==> src/hw/chip_io_pkg.sv <==
////////////////////
// Chip I/O package
// Pad counts, attribute layout, pad variants and fixed pin indices
////////////////////

`default_nettype none

package chip_io_pkg;

  ////////////////////
  // Pad counts
  ////////////////////

  parameter int NMioPads = 16;                    // Muxed pads
  parameter int NDioPads = 6;                     // Dedicated pads
  parameter int NumIOs   = NMioPads + NDioPads;   // MIO low bits, DIO high bits

  ////////////////////
  // Pad attributes
  ////////////////////

  parameter int AttrDw     = 2;   // Attribute bits per pad
  parameter int AttrInvIdx = 0;   // Invert in and out
  parameter int AttrOdIdx  = 1;   // Virtual open drain

  // Electrical pad flavour, fixed per pad at build time
  typedef enum logic {
    PAD_BIDIR      = 1'b0,   // Drives high and low
    PAD_OPEN_DRAIN = 1'b1    // Drives low only
  } pad_variant_e;

  ////////////////////
  // Pin indices
  ////////////////////

  // DIO slots of the SPI device pins, reused for JTAG
  parameter int DioPinSpiSck = 5;
  parameter int DioPinSpiCsb = 4;
  parameter int DioPinSpiS0  = 0;
  parameter int DioPinSpiS1  = 1;

  // MIO slots of the strap and JTAG reset pins
  parameter int JtagEnMioIdx = 14;   // JTAG strap
  parameter int TrstMioIdx   = 9;    // TAP reset
  parameter int SrstMioIdx   = 10;   // System reset

endpackage : chip_io_pkg

`default_nettype wire

==> src/hw/chip_io_top.sv <==
////////////////////
// Chip I/O top
// Padring plus JTAG overlay, core side brought out as ports
////////////////////

`default_nettype none

module chip_io_top (
  input  logic                                                       clk_i,
  input  logic                                                       arst_n_i,
  // Muxed IOs, core side
  input  logic [chip_io_pkg::NMioPads-1:0]                           mio_out_i,
  input  logic [chip_io_pkg::NMioPads-1:0]                           mio_oe_i,
  input  logic [chip_io_pkg::NMioPads-1:0][chip_io_pkg::AttrDw-1:0]  mio_attr_i,
  output logic [chip_io_pkg::NMioPads-1:0]                           mio_in_o,
  // Dedicated IOs, core side
  input  logic [chip_io_pkg::NDioPads-1:0]                           dio_out_i,
  input  logic [chip_io_pkg::NDioPads-1:0]                           dio_oe_i,
  input  logic [chip_io_pkg::NDioPads-1:0][chip_io_pkg::AttrDw-1:0]  dio_attr_i,
  output logic [chip_io_pkg::NDioPads-1:0]                           dio_in_o,
  // Pads
  input  logic [chip_io_pkg::NMioPads-1:0]                           mio_pad_in_i,
  output logic [chip_io_pkg::NMioPads-1:0]                           mio_pad_out_o,
  output logic [chip_io_pkg::NMioPads-1:0]                           mio_pad_oe_o,
  input  logic [chip_io_pkg::NDioPads-1:0]                           dio_pad_in_i,
  output logic [chip_io_pkg::NDioPads-1:0]                           dio_pad_out_o,
  output logic [chip_io_pkg::NDioPads-1:0]                           dio_pad_oe_o,
  // JTAG
  output logic                                                       jtag_tck_o,
  output logic                                                       jtag_tms_o,
  output logic                                                       jtag_trst_n_o,
  output logic                                                       jtag_srst_n_o,
  output logic                                                       jtag_tdi_o,
  input  logic                                                       jtag_tdo_i
);

  import chip_io_pkg::*;

  // SPI CSB doubles as TMS and is active low, so it idles high
  localparam logic [NumIOs-1:0] TieOffValues = NumIOs'(1'b1) << (NMioPads + DioPinSpiCsb);

  logic [NumIOs-1:0] out_padring;   // Mux to padring
  logic [NumIOs-1:0] oe_padring;
  logic [NumIOs-1:0] in_padring;    // Padring to mux

  ////////////////////
  // Padring
  ////////////////////

  padring #(
    .NMio       ( NMioPads ),
    .NDio       ( NDioPads ),
    .MioVariant ( {PAD_BIDIR,        // MIO 15
                   PAD_BIDIR,        // MIO 14 JTAG strap
                   PAD_BIDIR, PAD_BIDIR, PAD_BIDIR, PAD_BIDIR, PAD_BIDIR, PAD_BIDIR,
                   PAD_OPEN_DRAIN,   // MIO 7
                   PAD_OPEN_DRAIN,   // MIO 6
                   PAD_BIDIR, PAD_BIDIR,
                   PAD_OPEN_DRAIN,   // MIO 3
                   PAD_OPEN_DRAIN,   // MIO 2
                   PAD_BIDIR, PAD_BIDIR} ),
    .DioVariant ( {NDioPads{PAD_BIDIR}} )   // All DIO bidir
  ) u_padring (
    .clk_i         ( clk_i                           ),
    .arst_n_i      ( arst_n_i                        ),
    .mio_out_i     ( out_padring[NMioPads-1:0]       ),
    .mio_oe_i      ( oe_padring[NMioPads-1:0]        ),
    .mio_attr_i    ( mio_attr_i                      ),
    .mio_in_o      ( in_padring[NMioPads-1:0]        ),
    .dio_out_i     ( out_padring[NumIOs-1:NMioPads]  ),
    .dio_oe_i      ( oe_padring[NumIOs-1:NMioPads]   ),
    .dio_attr_i    ( dio_attr_i                      ),
    .dio_in_o      ( in_padring[NumIOs-1:NMioPads]   ),
    .mio_pad_in_i  ( mio_pad_in_i                    ),
    .mio_pad_out_o ( mio_pad_out_o                   ),
    .mio_pad_oe_o  ( mio_pad_oe_o                    ),
    .dio_pad_in_i  ( dio_pad_in_i                    ),
    .dio_pad_out_o ( dio_pad_out_o                   ),
    .dio_pad_oe_o  ( dio_pad_oe_o                    )
  );

  ////////////////////
  // JTAG overlay
  ////////////////////

  jtag_mux #(
    .NumIOs         ( NumIOs                  ),
    .TieOffValues   ( TieOffValues            ),
    .JtagEnIdx      ( JtagEnMioIdx            ),
    .JtagEnPolarity ( 1'b1                    ),   // Strap active high
    .TckIdx         ( NMioPads + DioPinSpiSck ),
    .TmsIdx         ( NMioPads + DioPinSpiCsb ),
    .TrstIdx        ( TrstMioIdx              ),
    .SrstIdx        ( SrstMioIdx              ),
    .TdiIdx         ( NMioPads + DioPinSpiS0  ),
    .TdoIdx         ( NMioPads + DioPinSpiS1  )
  ) u_jtag_mux (
    .jtag_tck_o     ( jtag_tck_o              ),
    .jtag_tms_o     ( jtag_tms_o              ),
    .jtag_trst_n_o  ( jtag_trst_n_o           ),
    .jtag_srst_n_o  ( jtag_srst_n_o           ),
    .jtag_tdi_o     ( jtag_tdi_o              ),
    .jtag_tdo_i     ( jtag_tdo_i              ),
    .out_core_i     ( {dio_out_i, mio_out_i}  ),   // DIO in high bits
    .oe_core_i      ( {dio_oe_i, mio_oe_i}    ),
    .in_core_o      ( {dio_in_o, mio_in_o}    ),
    .out_padring_o  ( out_padring             ),
    .oe_padring_o   ( oe_padring              ),
    .in_padring_i   ( in_padring              )
  );

endmodule : chip_io_top

`default_nettype wire

==> src/hw/jtag_mux.sv <==
////////////////////
// JTAG overlay mux
// Strap pin hands fixed pads to the TAP, everything else passes through
////////////////////

`default_nettype none

module jtag_mux #(
  parameter int                NumIOs         = 22,
  parameter logic [NumIOs-1:0] TieOffValues   = '0,     // Core view of JTAG pads
  parameter int                JtagEnIdx      = 14,
  parameter logic              JtagEnPolarity = 1'b1,   // Strap level that enables
  parameter int                TckIdx         = 21,
  parameter int                TmsIdx         = 20,
  parameter int                TrstIdx        = 9,
  parameter int                SrstIdx        = 10,
  parameter int                TdiIdx         = 16,
  parameter int                TdoIdx         = 17
) (
  // TAP side
  output logic              jtag_tck_o,
  output logic              jtag_tms_o,
  output logic              jtag_trst_n_o,
  output logic              jtag_srst_n_o,
  output logic              jtag_tdi_o,
  input  logic              jtag_tdo_i,
  // Core side
  input  logic [NumIOs-1:0] out_core_i,
  input  logic [NumIOs-1:0] oe_core_i,
  output logic [NumIOs-1:0] in_core_o,
  // Padring side
  output logic [NumIOs-1:0] out_padring_o,
  output logic [NumIOs-1:0] oe_padring_o,
  input  logic [NumIOs-1:0] in_padring_i
);

  logic jtag_en;   // Overlay active

  // Strap is read after the pad synchronizer, so it lags the pin by two cycles
  assign jtag_en = (in_padring_i[JtagEnIdx] == JtagEnPolarity);

  always_comb begin
    // Default pass through
    out_padring_o = out_core_i;
    oe_padring_o  = oe_core_i;
    in_core_o     = in_padring_i;

    // TAP idle, held in reset
    jtag_tck_o    = 1'b0;
    jtag_tms_o    = 1'b0;
    jtag_trst_n_o = 1'b0;
    jtag_srst_n_o = 1'b1;   // System reset released
    jtag_tdi_o    = 1'b0;

    if (jtag_en) begin
      // TAP inputs from pads
      jtag_tck_o    = in_padring_i[TckIdx];
      jtag_tms_o    = in_padring_i[TmsIdx];
      jtag_trst_n_o = in_padring_i[TrstIdx];
      jtag_srst_n_o = in_padring_i[SrstIdx];
      jtag_tdi_o    = in_padring_i[TdiIdx];

      // Input pads never driven
      oe_padring_o[TckIdx]  = 1'b0;
      oe_padring_o[TmsIdx]  = 1'b0;
      oe_padring_o[TrstIdx] = 1'b0;
      oe_padring_o[SrstIdx] = 1'b0;
      oe_padring_o[TdiIdx]  = 1'b0;

      // TDO owns its pad
      out_padring_o[TdoIdx] = jtag_tdo_i;
      oe_padring_o[TdoIdx]  = 1'b1;

      // Core sees idle levels on the borrowed pins
      in_core_o[TckIdx]  = TieOffValues[TckIdx];
      in_core_o[TmsIdx]  = TieOffValues[TmsIdx];
      in_core_o[TrstIdx] = TieOffValues[TrstIdx];
      in_core_o[SrstIdx] = TieOffValues[SrstIdx];
      in_core_o[TdiIdx]  = TieOffValues[TdiIdx];
      in_core_o[TdoIdx]  = TieOffValues[TdoIdx];
    end
  end

endmodule : jtag_mux

`default_nettype wire

==> src/hw/pad_cell.sv <==
////////////////////
// Pad cell
// Output inversion and open drain rule, input synchronizer
////////////////////

`default_nettype none

module pad_cell #(
  parameter chip_io_pkg::pad_variant_e Variant = chip_io_pkg::PAD_BIDIR
) (
  input  logic                           clk_i,
  input  logic                           arst_n_i,
  // Core side
  input  logic                           out_i,
  input  logic                           oe_i,
  input  logic [chip_io_pkg::AttrDw-1:0] attr_i,
  output logic                           in_o,
  // Board side
  input  logic                           pad_in_i,
  output logic                           pad_out_o,
  output logic                           pad_oe_o
);

  import chip_io_pkg::*;

  localparam bit IsOpenDrain = (Variant == PAD_OPEN_DRAIN);   // Hard open drain cell

  logic inv;          // Inversion attribute
  logic od;           // Open drain, hard or virtual
  logic out_inv;      // Output level after inversion
  logic sync_q1;      // First sync stage
  logic sync_q2;      // Second sync stage

  assign inv     = attr_i[AttrInvIdx];
  assign od      = IsOpenDrain | attr_i[AttrOdIdx];
  assign out_inv = out_i ^ inv;

  // Open drain only pulls low, so a high level releases the pad
  assign pad_out_o = od ? 1'b0 : out_inv;
  assign pad_oe_o  = od ? (oe_i & ~out_inv) : oe_i;

  // Two flop synchronizer on the pad input
  always_ff @(posedge clk_i or negedge arst_n_i) begin
    if (!arst_n_i) begin
      sync_q1 <= 1'b0;             // Pad reads low out of reset
      sync_q2 <= 1'b0;
    end else begin
      sync_q1 <= pad_in_i;         // May go metastable
      sync_q2 <= sync_q1;          // Settled
    end
  end

  assign in_o = sync_q2 ^ inv;     // Core sees inverted level if asked

endmodule : pad_cell

`default_nettype wire

==> src/hw/padring.sv <==
////////////////////
// Padring
// One pad cell per MIO and DIO pad from the variant tables
////////////////////

`default_nettype none

module padring #(
  parameter int                                   NMio       = 16,
  parameter int                                   NDio       = 6,
  parameter chip_io_pkg::pad_variant_e [NMio-1:0] MioVariant = {NMio{chip_io_pkg::PAD_BIDIR}},
  parameter chip_io_pkg::pad_variant_e [NDio-1:0] DioVariant = {NDio{chip_io_pkg::PAD_BIDIR}}
) (
  input  logic                                     clk_i,
  input  logic                                     arst_n_i,
  // Muxed IOs, core side
  input  logic [NMio-1:0]                          mio_out_i,
  input  logic [NMio-1:0]                          mio_oe_i,
  input  logic [NMio-1:0][chip_io_pkg::AttrDw-1:0] mio_attr_i,
  output logic [NMio-1:0]                          mio_in_o,
  // Dedicated IOs, core side
  input  logic [NDio-1:0]                          dio_out_i,
  input  logic [NDio-1:0]                          dio_oe_i,
  input  logic [NDio-1:0][chip_io_pkg::AttrDw-1:0] dio_attr_i,
  output logic [NDio-1:0]                          dio_in_o,
  // Muxed pads
  input  logic [NMio-1:0]                          mio_pad_in_i,
  output logic [NMio-1:0]                          mio_pad_out_o,
  output logic [NMio-1:0]                          mio_pad_oe_o,
  // Dedicated pads
  input  logic [NDio-1:0]                          dio_pad_in_i,
  output logic [NDio-1:0]                          dio_pad_out_o,
  output logic [NDio-1:0]                          dio_pad_oe_o
);

  ////////////////////
  // MIO pads
  ////////////////////

  for (genvar i = 0; i < NMio; i++) begin : gen_mio
    pad_cell #(
      .Variant   ( MioVariant[i]    )   // Per pad flavour
    ) u_pad (
      .clk_i     ( clk_i            ),
      .arst_n_i  ( arst_n_i         ),
      .out_i     ( mio_out_i[i]     ),
      .oe_i      ( mio_oe_i[i]      ),
      .attr_i    ( mio_attr_i[i]    ),   // Own attribute slice
      .in_o      ( mio_in_o[i]      ),
      .pad_in_i  ( mio_pad_in_i[i]  ),
      .pad_out_o ( mio_pad_out_o[i] ),
      .pad_oe_o  ( mio_pad_oe_o[i]  )
    );
  end

  ////////////////////
  // DIO pads
  ////////////////////

  for (genvar i = 0; i < NDio; i++) begin : gen_dio
    pad_cell #(
      .Variant   ( DioVariant[i]    )
    ) u_pad (
      .clk_i     ( clk_i            ),
      .arst_n_i  ( arst_n_i         ),
      .out_i     ( dio_out_i[i]     ),
      .oe_i      ( dio_oe_i[i]      ),
      .attr_i    ( dio_attr_i[i]    ),
      .in_o      ( dio_in_o[i]      ),
      .pad_in_i  ( dio_pad_in_i[i]  ),
      .pad_out_o ( dio_pad_out_o[i] ),
      .pad_oe_o  ( dio_pad_oe_o[i]  )
    );
  end

endmodule : padring

`default_nettype wire

==> config.mk <==
export PLATFORM = sky130hd
export DESIGN_NAME = chip_io_top
export DESIGN_NICKNAME = d
export VERILOG_FILES = /design/src/hw/chip_io_pkg.sv /design/src/hw/chip_io_top.sv /design/src/hw/jtag_mux.sv /design/src/hw/pad_cell.sv /design/src/hw/padring.sv
export SDC_FILE = /design/constraint.sdc
export NUM_CORES = 1
export LEC_CHECK = 0
export ABC_AREA = 0
export BUFFER_PORTS_ARGS = -buffer_cell sky130_fd_sc_hd__buf_2
export CELL_PAD_IN_SITES_DETAIL_PLACEMENT = 1
export CELL_PAD_IN_SITES_GLOBAL_PLACEMENT = 1
export CORE_MARGIN = 1.5
export CORE_UTILIZATION = 30
export DETAILED_ROUTE_END_ITERATION = 10
export PLACE_DENSITY_LB_ADDON = 0.1
export SYNTH_ARGS = -nofsm -noshare
export SYNTH_HDL_FRONTEND = slang
export SYNTH_HIERARCHICAL = 1
export SYNTH_SLANG_ARGS = --single-unit
==> constraint.sdc <==
create_clock -name clk_i -period 5.8 [get_ports clk_i]
set_input_delay 1.16 -clock clk_i [delete_from_list [all_inputs] [get_ports clk_i]]
set_output_delay 1.16 -clock clk_i [all_outputs]
set_load 0.05 [all_outputs]
==> impl_results.md, run 1 <==
- Inserted Clock Buffers: 5
- Cells on worst reg2reg path: 0
- Distinct cells, synth: 14
- Tightest Pin Transition: 0.9356 ns
- Post-CTS Setup Repair Bufs: 0
- Core box area: 7727 sq um
- Post-CTS Resized: 0
- Final net count: 446
- Setup violators final: 0
- FF+latch count, synth: 44
- Multiplexer area fraction after synthesis: 0.4724%
- Die Ht: 92.14 um
- Synth Area in Adders: 0%
- Clk sink count: 44
- Post-placement worst setup slack: 2.003 ns
- Synth Area in Compound Gates: 5.669%
- First-pass GRT wire length: 7.438 mm
- Share of cells above drive strength 1: 60.36%
- Critical Path Source Type: input pin
- Die Wd: 92.14 um
- Sw Share: 38.56%
- Root Driver: clkbuf_8
- Worst setup slack after layout: 2.044 ns
- Sequential share of the synthesized area: 46.19%
- Syn nets: 321
- RSZ-0062 raised after global routing: false
- Kind of end point of the critical path: output port
- Mapped Area: 2384 sq um
- CTS tree: built
- Tmin final: 3.756 ns
- Max VDD drop: 0.1005 mV
- Synth Area in XOR/XNOR: 16.17%
- Commonest non-fill, non-tap cell in the layout: buf_2
- Non-Filler Instances: 435
- Total gr overflow: 0
- CTS Buffer Depth: 2
- Worst setup path endpoint: dio_pad_oe_o[1]
- Leak: 1.676 nW
- Initial core utilization: 30.85%
- Via density: 3.931
- Sw power: 0.0003077 W
- Vias in the first global route: 1723
- Full die area: 8489 sq um
- Category of the most critical setup path: input pin to output port
- Placed wire-length estimate: 4.040 mm
- I/O pin count: 184
- Setup TNS: 0 ns
- ANT nets after route: 0
- Worst reg2reg endpoint: u_padring/gen_mio[12].u_pad/sync_q2
- TritonRoute pass-1 iters: 2
- Largest net degree at the start of global routing: 45
- Fin. Hold Viols: 0
- Synth warn: 6
- Synthesized instance count: 208
- Slew Limit Fails: 0
- Critical Path RT: 4.64 ns
- Clock latency on the worst-skew pair: 0.28 ns
- Power after layout: 0.0007980 W
- Clock Power Share: 21.5%
- Period Utilization, post-route: 64.75%
- Worst-path clk slew: 0.07 ns
- Post-CTS Hold Fix Bufs: 0
- Area grow syn2layout: 27.24%
- Tightest Hold Check Type: flop to flop
- # H-tree levels: 2
- Worst slew margin: 37.63%
- Status: completed
- Max Cap Violations: 0
- Combinational Power Share: 37.5%
- Flop pwr share: 41.0%
- Post-synthesis simple-gate area fraction: 12.44%
- DR WL/cell: 10.84 um
- FF-to-FF setup slack: 5.32 ns
- GR Util All Layers: 11.05%
- Clock skew: 0.0007193 ns
- Initial antenna violation count: 0
- Final wirelength: 4.717 mm
- DRC: 0
- GP Congestion: 0.6393
- Fmax: 266.3 MHz
- N_diodes: 0
- Via Count: 1710
- Initial DRC Count: 6
- Port bufs: 175
- Arrival @ worst endpoint: 2.60 ns
- Most frequent cells in the layout: buf_2, dfrtp_1, xor2_1
- Critical path peak fanout: 19
- CP Launch Point: mio_attr_i[28]
- Largest family of logic cells by synthesized area: buffers and inverters
- Dpl cells: 428
- Reg-to-reg startpoint: u_padring/gen_mio[12].u_pad/sync_q1
- Pwr dens: 263.1 nW/um^2
- # rows: 32
- Mean Syn Cell Area: 11.46 sq um
- Int Power: 0.0004902 W
==> registers in the layout, indices dropped and copies added (netlist names) <==
| register | flops |
|---|---|
| u_padring/gen_dio.u_pad/sync_q1 | 6 |
| u_padring/gen_mio.u_pad/sync_q2 | 16 |
| u_padring/gen_mio.u_pad/sync_q1 | 16 |
| u_padring/gen_dio.u_pad/sync_q2 | 6 |
==> cell type report <==
type | instances | area (sq um)
clock inverters | 1 | 5.005
well taps | 102 | 127.6
clock buffers | 6 | 72.57
fillers | 938 | 4695
multi-input cells | 106 | 843.3
repair buffers | 176 | 883.3
flip-flops and latches | 44 | 1101
==> worst min-delay path by stage <==
stage                                              startpoint                             endpoint  slack [ns]  cells after the start
after floorplan            u_padring/gen_dio[0].u_pad/sync_q1   u_padring/gen_dio[0].u_pad/sync_q2        0.33                      0
after global placement     u_padring/gen_mio[9].u_pad/sync_q1   u_padring/gen_mio[9].u_pad/sync_q2        0.33                      0
after detailed placement  u_padring/gen_mio[14].u_pad/sync_q1  u_padring/gen_mio[14].u_pad/sync_q2        0.34                      0
after CTS                  u_padring/gen_dio[3].u_pad/sync_q1   u_padring/gen_dio[3].u_pad/sync_q2        0.35                      0
after global routing       u_padring/gen_mio[9].u_pad/sync_q1   u_padring/gen_mio[9].u_pad/sync_q2        0.36                      0
final                      u_padring/gen_mio[9].u_pad/sync_q1   u_padring/gen_mio[9].u_pad/sync_q2        0.35                      0
==> logic make-up after synthesis <==
logic type	after synthesis
AOI/OAI and AO/OA	18
xor gates and xnor gates	44
buffers and inverters	58
DFF	44
muxes	1
other	4
and+or+nand+nor	39
==> through the flow <==
step	hold WS, ns	util, %	cell area [sq um]
2_1_floorplan	0.3312	-	2384
3_3_place_gp	0.3313	38.24	2955
3_5_place_dp	0.3356	38.24	2955
4_1_cts	0.3528	39.25	3033
5_1_grt	0.3562	39.25	3033
6_report	0.3492	39.25	3033
==> Yosys cell counts, drive strengths merged <==
| master | instances | area share [%] |
|---|---|---|
| or2b | 1 | 0.32 |
| dfrtp | 44 | 46 |
| xor2 | 40 | 15 |
| xnor2 | 4 | 1.5 |
| conb | 4 | 0.63 |
| nor2b | 5 | 1.3 |
| and2b | 23 | 8.2 |
| and2 | 8 | 2.1 |
| or2 | 2 | 0.52 |
| a21boi | 18 | 5.7 |
| mux2 | 1 | 0.47 |
| buf | 58 | 18 |
==> per-layer routing <==
| layer | GRT usage (%) | routed length, um |
|---|---|---|
| met5 | 0 | 0 |
| met4 | 3.077 | 40 |
| met3 | 4.643 | 562 |
| met2 | 20.56 | 2479 |
| met1 | 11.19 | 1635 |
==> power by group through the flow <==
stage / sequential, W / combinational, W / clock, W
4_1_cts: 0.000327 / 0.000304 / 0.000183
2_1_floorplan: 0.000332 / 0.000247 / 0
3_5_place_dp: 0.000333 / 0.000303 / 0
5_1_grt: 0.000329 / 0.000319 / 0.000193
3_3_place_gp: 0.000333 / 0.000300 / 0
6_report: 0.000327 / 0.000300 / 0.000171
==> critical path, stage by stage <==
cell and delay [ns]:
buf_2 0.11, xor2_1 0.14, buf_4 0.22, mux2_2 0.36, xor2_1 0.15, a21boi_0 0.17
buf_2 0.29
No activity file was read; power rests on OpenSTA's default activity.
==> inputs of run 2 (changes only) <==
--- a/config.mk
+++ b/config.mk
@@ -10,7 +10,7 @@
 export CELL_PAD_IN_SITES_DETAIL_PLACEMENT = 1
 export CELL_PAD_IN_SITES_GLOBAL_PLACEMENT = 1
 export CORE_MARGIN = 1.5
-export CORE_UTILIZATION = 30
+export CORE_UTILIZATION = 28
 export DETAILED_ROUTE_END_ITERATION = 10
 export PLACE_DENSITY_LB_ADDON = 0.1
 export SYNTH_ARGS = -nofsm -noshare
==> constraint.sdc (replaced) <==
create_clock -name clk_i -period 3.52 [get_ports clk_i]
set_input_delay 0.704 -clock clk_i [delete_from_list [all_inputs] [get_ports clk_i]]
set_output_delay 0.704 -clock clk_i [all_outputs]
set_load 0.05 [all_outputs]
==> run 2 against run 1 <==
  * Critical path depth down 1
  * Worst setup slack worse by 1.2 ns
  * Largest cell class unchanged
  * Routed wire length grew 4.6%
  * Via count rose by 1.2%
  * Design area up 0.54%
  * Cell count grew 0.92%
  * Highest routed layer unchanged
  * Register-to-register slack worse by 2.3 ns
  * Combinational power up 65%
  * Non-clock buffer count stayed put
  * Clock skew is 0.00097 ns higher
  * Power up 69%
  * First-iteration DRC count rose to 3.3 times the previous value
==> impl_results.md, run 2 (same netlist as run 1, synthesis figures left out) <==
- Status: completed (unchanged)
- Gr busiest metal: met2 (unchanged)
- Tmin final: 2.713 ns
- Post-CTS Resized: 0 (unchanged)
- Fin. Hold Viols: 0 (unchanged)
- Setup violators final: 0 (unchanged)
- Clock skew: 0.001693 ns (was 0.0007193 ns)
- # rows: 33 (was 32)
- Period Utilization, post-route: 77.06%
- CP Launch Point: mio_attr_i[28] (unchanged)
- Critical Path Source Type: input pin (unchanged)
- Inserted Clock Buffers: 5 (unchanged)
- CTS tree: built (unchanged)
- Fmax: 368.6 MHz
- Clk sink count: 44 (unchanged)
- Dpl cells: 431 (was 428)
- Arrival @ worst endpoint: 2.01 ns (was 2.60 ns)
- GP Congestion: 0.6892 (was 0.6393)
- ANT nets after route: 0 (unchanged)
- # H-tree levels: 2 (unchanged)
- I/O pin count: 184 (unchanged)
- Max VDD drop: 0.1463 mV (was 0.1005 mV)
- Post-placement worst setup slack: 0.7737 ns (was 2.003 ns)
- TritonRoute pass-1 iters: 3 (was 2)
- First-pass GRT wire length: 7.251 mm (was 7.438 mm)
- Core box area: 8217 sq um (was 7727 sq um)
- Pwr dens: 441.3 nW/um^2 (was 263.1 nW/um^2)
- Commonest non-fill, non-tap cell in the layout: buf_2 (unchanged)
- N_diodes: 0 (unchanged)
- Post-CTS Setup Repair Bufs: 0 (unchanged)
- Setup TNS: 0 ns (unchanged)
- Non-Filler Instances: 439 (was 435)
- Initial DRC Count: 20 (was 6)
- Via density: 3.941 (was 3.931)
- Share of cells above drive strength 1: 60.18% (was 60.36%)
- DRC: 0 (unchanged)
- DR WL/cell: 11.24 um (was 10.84 um)
- Kind of end point of the critical path: output port (unchanged)
- Die Wd: 95.27 um (was 92.14 um)
- Slew Limit Fails: 0 (unchanged)
- Critical path peak fanout: 2 (was 19)
- CP max-delay cell: mux2_2 (unchanged)
- Max Cap Violations: 0 (unchanged)
- Full die area: 9075 sq um (was 8489 sq um)
- Min-Delay Startpoint: u_padring/gen_mio[4].u_pad/sync_q1 (was u_padring/gen_mio[9].u_pad/sync_q1)
- Met2 usage: 19.09% (was 20.56%)
- Post-CTS Hold Fix Bufs: 0 (unchanged)
- Most frequent cells in the layout: buf_2, dfrtp_1, xor2_1 (unchanged)
- Initial antenna violation count: 0 (unchanged)
- Cells along the critical path: buf_2 > xor2_1 > mux2_2 > xor2_1 > a21boi_0 > buf_2 (was buf_2 > xor2_1 > buf_4 > mux2_2 > xor2_1 > a21boi_0 > buf_2)
- M3 GR Usage: 4.466% (was 4.643%)
- Category of the most critical setup path: input pin to output port (unchanged)
- Die Ht: 95.27 um (was 92.14 um)
- WP buf/inv: 2 (was 3)
- Tightest Pin Transition: 0.9331 ns (was 0.9356 ns)
- Total gr overflow: 0 (unchanged)
- Final net count: 446 (unchanged)
- Largest net degree at the start of global routing: 45 (unchanged)
- Worst slew margin: 37.80% (was 37.63%)
- Via Count: 1730 (was 1710)
- Port bufs: 175 (unchanged)
- Leak: 1.681 nW (was 1.676 nW)
- Initial core utilization: 29.01% (was 30.85%)
- Area grow syn2layout: 27.93% (was 27.24%)
- Reg-to-reg startpoint: u_padring/gen_mio[5].u_pad/sync_q1 (was u_padring/gen_mio[12].u_pad/sync_q1)
- CTS Buffer Depth: 2 (unchanged)
- Clock latency on the worst-skew pair: 0.29 ns (was 0.28 ns)
- Final wirelength: 4.936 mm (was 4.717 mm)
- Tightest Hold Check Type: flop to flop (unchanged)
- Critical Path RT: 2.82 ns (was 4.64 ns)
- GR Layer Usage met1: 10.74% (was 11.19%)
- GR Util All Layers: 10.44% (was 11.05%)
- Root Driver: clkbuf_8 (unchanged)
- Biggest regs: u_padring/gen_mio.u_pad/sync_q1 x16, u_padring/gen_mio.u_pad/sync_q2 x16 (unchanged)
- Worst path top cell family by delay: buffers and inverters (unchanged)
- Vias in the first global route: 1703 (was 1723)
- Worst-path clk slew: 0.07 ns (about the same)
- Worst setup slack after layout: 0.8074 ns (was 2.044 ns)
- RSZ-0062 raised after global routing: false (unchanged)
- Placed wire-length estimate: 4.278 mm (was 4.040 mm)
- Crit-path max cell delay: 0.37 ns (was 0.36 ns)
-- run 2: final timing paths --
kind / end / slack [ns] / cells past startpoint
max: dio_pad_oe_o[1] / 0.81 / 6
min in group asynchronous: u_padring/gen_mio[4].u_pad/sync_q1 / 0.55 / 1
min reg2reg: u_padring/gen_mio[4].u_pad/sync_q2 / 0.35 / 0
max reg2reg: u_padring/gen_mio[5].u_pad/sync_q2 / 3.04 / 0
max in group asynchronous: u_padring/gen_dio[1].u_pad/sync_q1 / 2.38 / 1
min: u_padring/gen_mio[4].u_pad/sync_q2 / 0.35 / 0
-- run 2: layout make-up --
class | count | area (sq um)
Multi-Input combinational cell | 106 | 843.3
Timing Repair Buffer | 176 | 883.3
Sequential cell | 44 | 1101
Clock buffer | 8 | 90.09
Tap cell | 105 | 131.4
Fill cell | 997 | 5167
-- run 2: routing by layer --
metal / wire (um) / up-vias
li1: - / 827
met1: 1732 / 798
met2: 2478 / 100
met3: 676 / 5
met4: 48 / 0
met5: 0 / -
-- run 2: power by group --
group	internal (W)	switching [W]	leakage, nW	total (W)
clock network	0.000160	0.000152	0.0455	0.000311
logic	0.000142	0.000352	1.12	0.000495
registers	0.000531	0.00000873	0.513	0.000539
total	0.000833	0.000513	1.68	0.00135
-- run 2: stage by stage --
stage | area [sq um] | total power [W] | hold slack (ns) | util, %
after floorplan | 2384 | 0.0009548 | 0.3312 | -
after global placement | 2959 | 0.001045 | 0.3314 | 36.01
after detailed placement | 2959 | 0.001050 | 0.3355 | 36.01
after CTS | 3049 | 0.001369 | 0.3537 | 37.11
after global routing | 3049 | 0.001418 | 0.3576 | 37.11
final | 3049 | 0.001345 | 0.3491 | 37.11
==> inputs of run 3 (changes only) <==
==> constraint.sdc (replaced) <==
create_clock -name clk_i -period 2.5 [get_ports clk_i]
set_input_delay 0.5 -clock clk_i [delete_from_list [all_inputs] [get_ports clk_i]]
set_output_delay 0.5 -clock clk_i [all_outputs]
set_load 0.05 [all_outputs]
==> run 3 against run 2 <==
  * Core utilization is 0.24 points higher
  * Sequential share of layout area is 0.24 points lower
  * Die area stayed put
  * Critical path depth is 1 lower
  * Routed wire length is 3.6% lower
  * Via count is 0.12% lower
  * Sequential cell count stayed put
  * Power is 45% higher
  * Clock power is 59% higher
  * Count of clock-buffer cells in the layout is 3 lower
  * Largest cell class unchanged
  * Critical path type is now flop to output port
  * Non-clock buffer count is 1 higher
  * Highest routed layer unchanged
  * First-iteration DRC count is 30% higher
==> impl_results.md, run 3 (same netlist as run 1, synthesis figures left out) <==
- Status: completed (unchanged)
- Crit-path max cell delay: 0.37 ns (about the same)
- Clk sink count: 44 (unchanged)
- Initial DRC Count: 26 (was 20)
- CTS Buffer Depth: 2 (unchanged)
- Total gr overflow: 0 (unchanged)
- ANT nets after route: 0 (unchanged)
- Area after DPL: 2970 sq um (was 2959 sq um)
- CTS tree: built (unchanged)
- Max Cap Violations: 0 (unchanged)
- Initial core utilization: 29.01% (unchanged)
- N_diodes: 0 (unchanged)
- Die Wd: 95.27 um (unchanged)
- Clock skew: 0.0007516 ns (was 0.001693 ns)
- Crit-path most repeated cell: xor2_1
- Max VDD drop: 0.2110 mV (was 0.1463 mV)
- Critical Path RT: 2.00 ns (was 2.82 ns)
- Category of the most critical setup path: flop to output port (was input pin to output port)
- # H-tree levels: 2 (unchanged)
- Largest net degree at the start of global routing: 25 (was 45)
- Most frequent cells in the layout: buf_2, dfrtp_1, xor2_1 (unchanged)
- Power after layout: 0.001954 W (was 0.001345 W)
- Inserted Clock Buffers: 5 (unchanged)
- DRC: 0 (unchanged)
- Cells along the critical path: xor2_1 > mux2_2 > xor2_1 > and2b_2 > buf_2 (was buf_2 > xor2_1 > mux2_2 > xor2_1 > a21boi_0 > buf_2)
- Pwr dens: 636.5 nW/um^2 (was 441.3 nW/um^2)
- Worst path top cell family by delay: XOR/XNOR gates (was buffers and inverters)
- DR WL/cell: 10.87 um (was 11.24 um)
- Biggest regs: u_padring/gen_mio.u_pad/sync_q1 x16, u_padring/gen_mio.u_pad/sync_q2 x16 (unchanged)
- Area grow syn2layout: 28.77% (was 27.93%)
- Critical path peak fanout: 2 (unchanged)
- GP Congestion: 0.6629 (was 0.6892)
- Vias in the first global route: 1639 (was 1703)
- Full die area: 9075 sq um (unchanged)
- Fin. Hold Viols: 0 (unchanged)
- Slew Limit Fails: 0 (unchanged)
- Tmin final: 2.356 ns
- Port bufs: 175 (unchanged)
- I/O pin count: 184 (unchanged)
- Core box area: 8217 sq um (unchanged)
- TritonRoute pass-1 iters: 4 (was 3)
- # rows: 33 (unchanged)
- Final wirelength: 4.760 mm (was 4.936 mm)
- Setup TNS: 0 ns (unchanged)
- Arrival @ worst endpoint: 1.86 ns (was 2.01 ns)
- Leak: 1.695 nW (was 1.681 nW)
- Die Ht: 95.27 um (unchanged)
- Final net count: 447 (was 446)
- First-pass GRT wire length: 7.169 mm (was 7.251 mm)
- Worst-path clk slew: 0.08 ns (was 0.07 ns)
- Setup violators final: 0 (unchanged)
- Post-CTS Resized: 0 (unchanged)
- WP buf/inv: 1 (was 2)
- Kind of end point of the critical path: output port (unchanged)
- Non-Filler Cell Area, Final: 3069 sq um (was 3049 sq um)
- Critical Path Source Type: flop (was input pin)
- Via Count: 1728 (was 1730)
- GR Util All Layers: 10.18% (was 10.44%)
- Clock latency on the worst-skew pair: 0.28 ns (was 0.29 ns)
- Via density: 3.945 (was 3.941)
- Root Driver: clkbuf_8 (unchanged)
- RSZ-0062 raised after global routing: false (unchanged)
- Initial antenna violation count: 0 (unchanged)
- Post-CTS Hold Fix Bufs: 0 (unchanged)
- Share of cells above drive strength 1: 60.96% (was 60.18%)
- Fmax: 424.4 MHz
- Tightest Hold Check Type: input pin to async pin (was flop to flop)
- # fillers: 983 (was 997)
- Commonest non-fill, non-tap cell in the layout: buf_2 (unchanged)
- CP max-delay cell: dfrtp_1 (was mux2_2)
- Post-CTS Setup Repair Bufs: 0 (unchanged)
- Placed wire-length estimate: 4.179 mm (was 4.278 mm)
- Period Utilization, post-route: 94.24%
-- run 3: cell count changes in the layout (fill, tap and decap cells not counted) --
cell	change
a21boi_0	-6
a21boi_1	+5
clkbuf_1	-2
a21boi_2	+1
buf_4	+1
bufinv_16	+1
clkbuf_8	-1
-- run 3: worst paths after layout --
| check | endpoint | slack [ns] | from | cells after the start |
|---|---|---|---|---|
| hold / removal | u_padring/gen_mio[15].u_pad/sync_q1 | 0.15 | arst_n_i | 1 |
| setup / recovery | dio_pad_out_o[1] | 0.14 | u_padring/gen_mio[14].u_pad/sync_q2 | 5 |
| setup reg to reg | u_padring/gen_mio[5].u_pad/sync_q2 | 2.02 | u_padring/gen_mio[5].u_pad/sync_q1 | 0 |
| hold reg to reg | u_padring/gen_dio[5].u_pad/sync_q2 | 0.35 | u_padring/gen_dio[5].u_pad/sync_q1 | 0 |
| min in group clk_i | u_padring/gen_mio[15].u_pad/sync_q1 | 0.32 | mio_pad_in_i[15] | 1 |
| max in group asynchronous | u_padring/gen_mio[14].u_pad/sync_q1 | 1.67 | arst_n_i | 2 |
-- run 3: layer usage --
| layer | vias up | part of all wire [%] | global-route usage (%) |
|---|---|---|---|
| met1 | 802 | 34 | 10.82 |
| met2 | 93 | 54 | 18.38 |
| li1 | 828 | - | - |
| met4 | 0 | 0.92 | 2.612 |
| met5 | - | 0 | 0 |
| met3 | 5 | 12 | 4.306 |
-- run 3: power breakdown --
part           leakage, nW  internal (W)  switching, W
combinational         1.13      0.000203      0.000495
clock               0.0501      0.000287      0.000209
sequential           0.513      0.000747     0.0000120
total                 1.69       0.00124      0.000717
-- run 3: final cells by class --
type                            instances  area [sq um]  area share, %
Tap cell                              105         131.4          4.280
Timing Repair Buffer                  177         890.9          29.03
Clock buffer                            5         68.82          2.242
Sequential cell                        44          1101          35.87
Clock inverter                          1         30.03         0.9784
Multi-Input combinational cell        106         847.1          27.60
-- run 3: stage by stage --
step                      hold slack [ns]  util, %  worst slack, ns  instances
final                              0.1535    37.35           0.1439        438
after global routing               0.1712    37.35          0.02615        438
after CTS                          0.1609    37.35          0.09853        438
after detailed placement           0.3358    36.15           0.1537        432
after global placement             0.3317    36.15           0.1850        432
after floorplan                    0.2044        -          0.07474        208
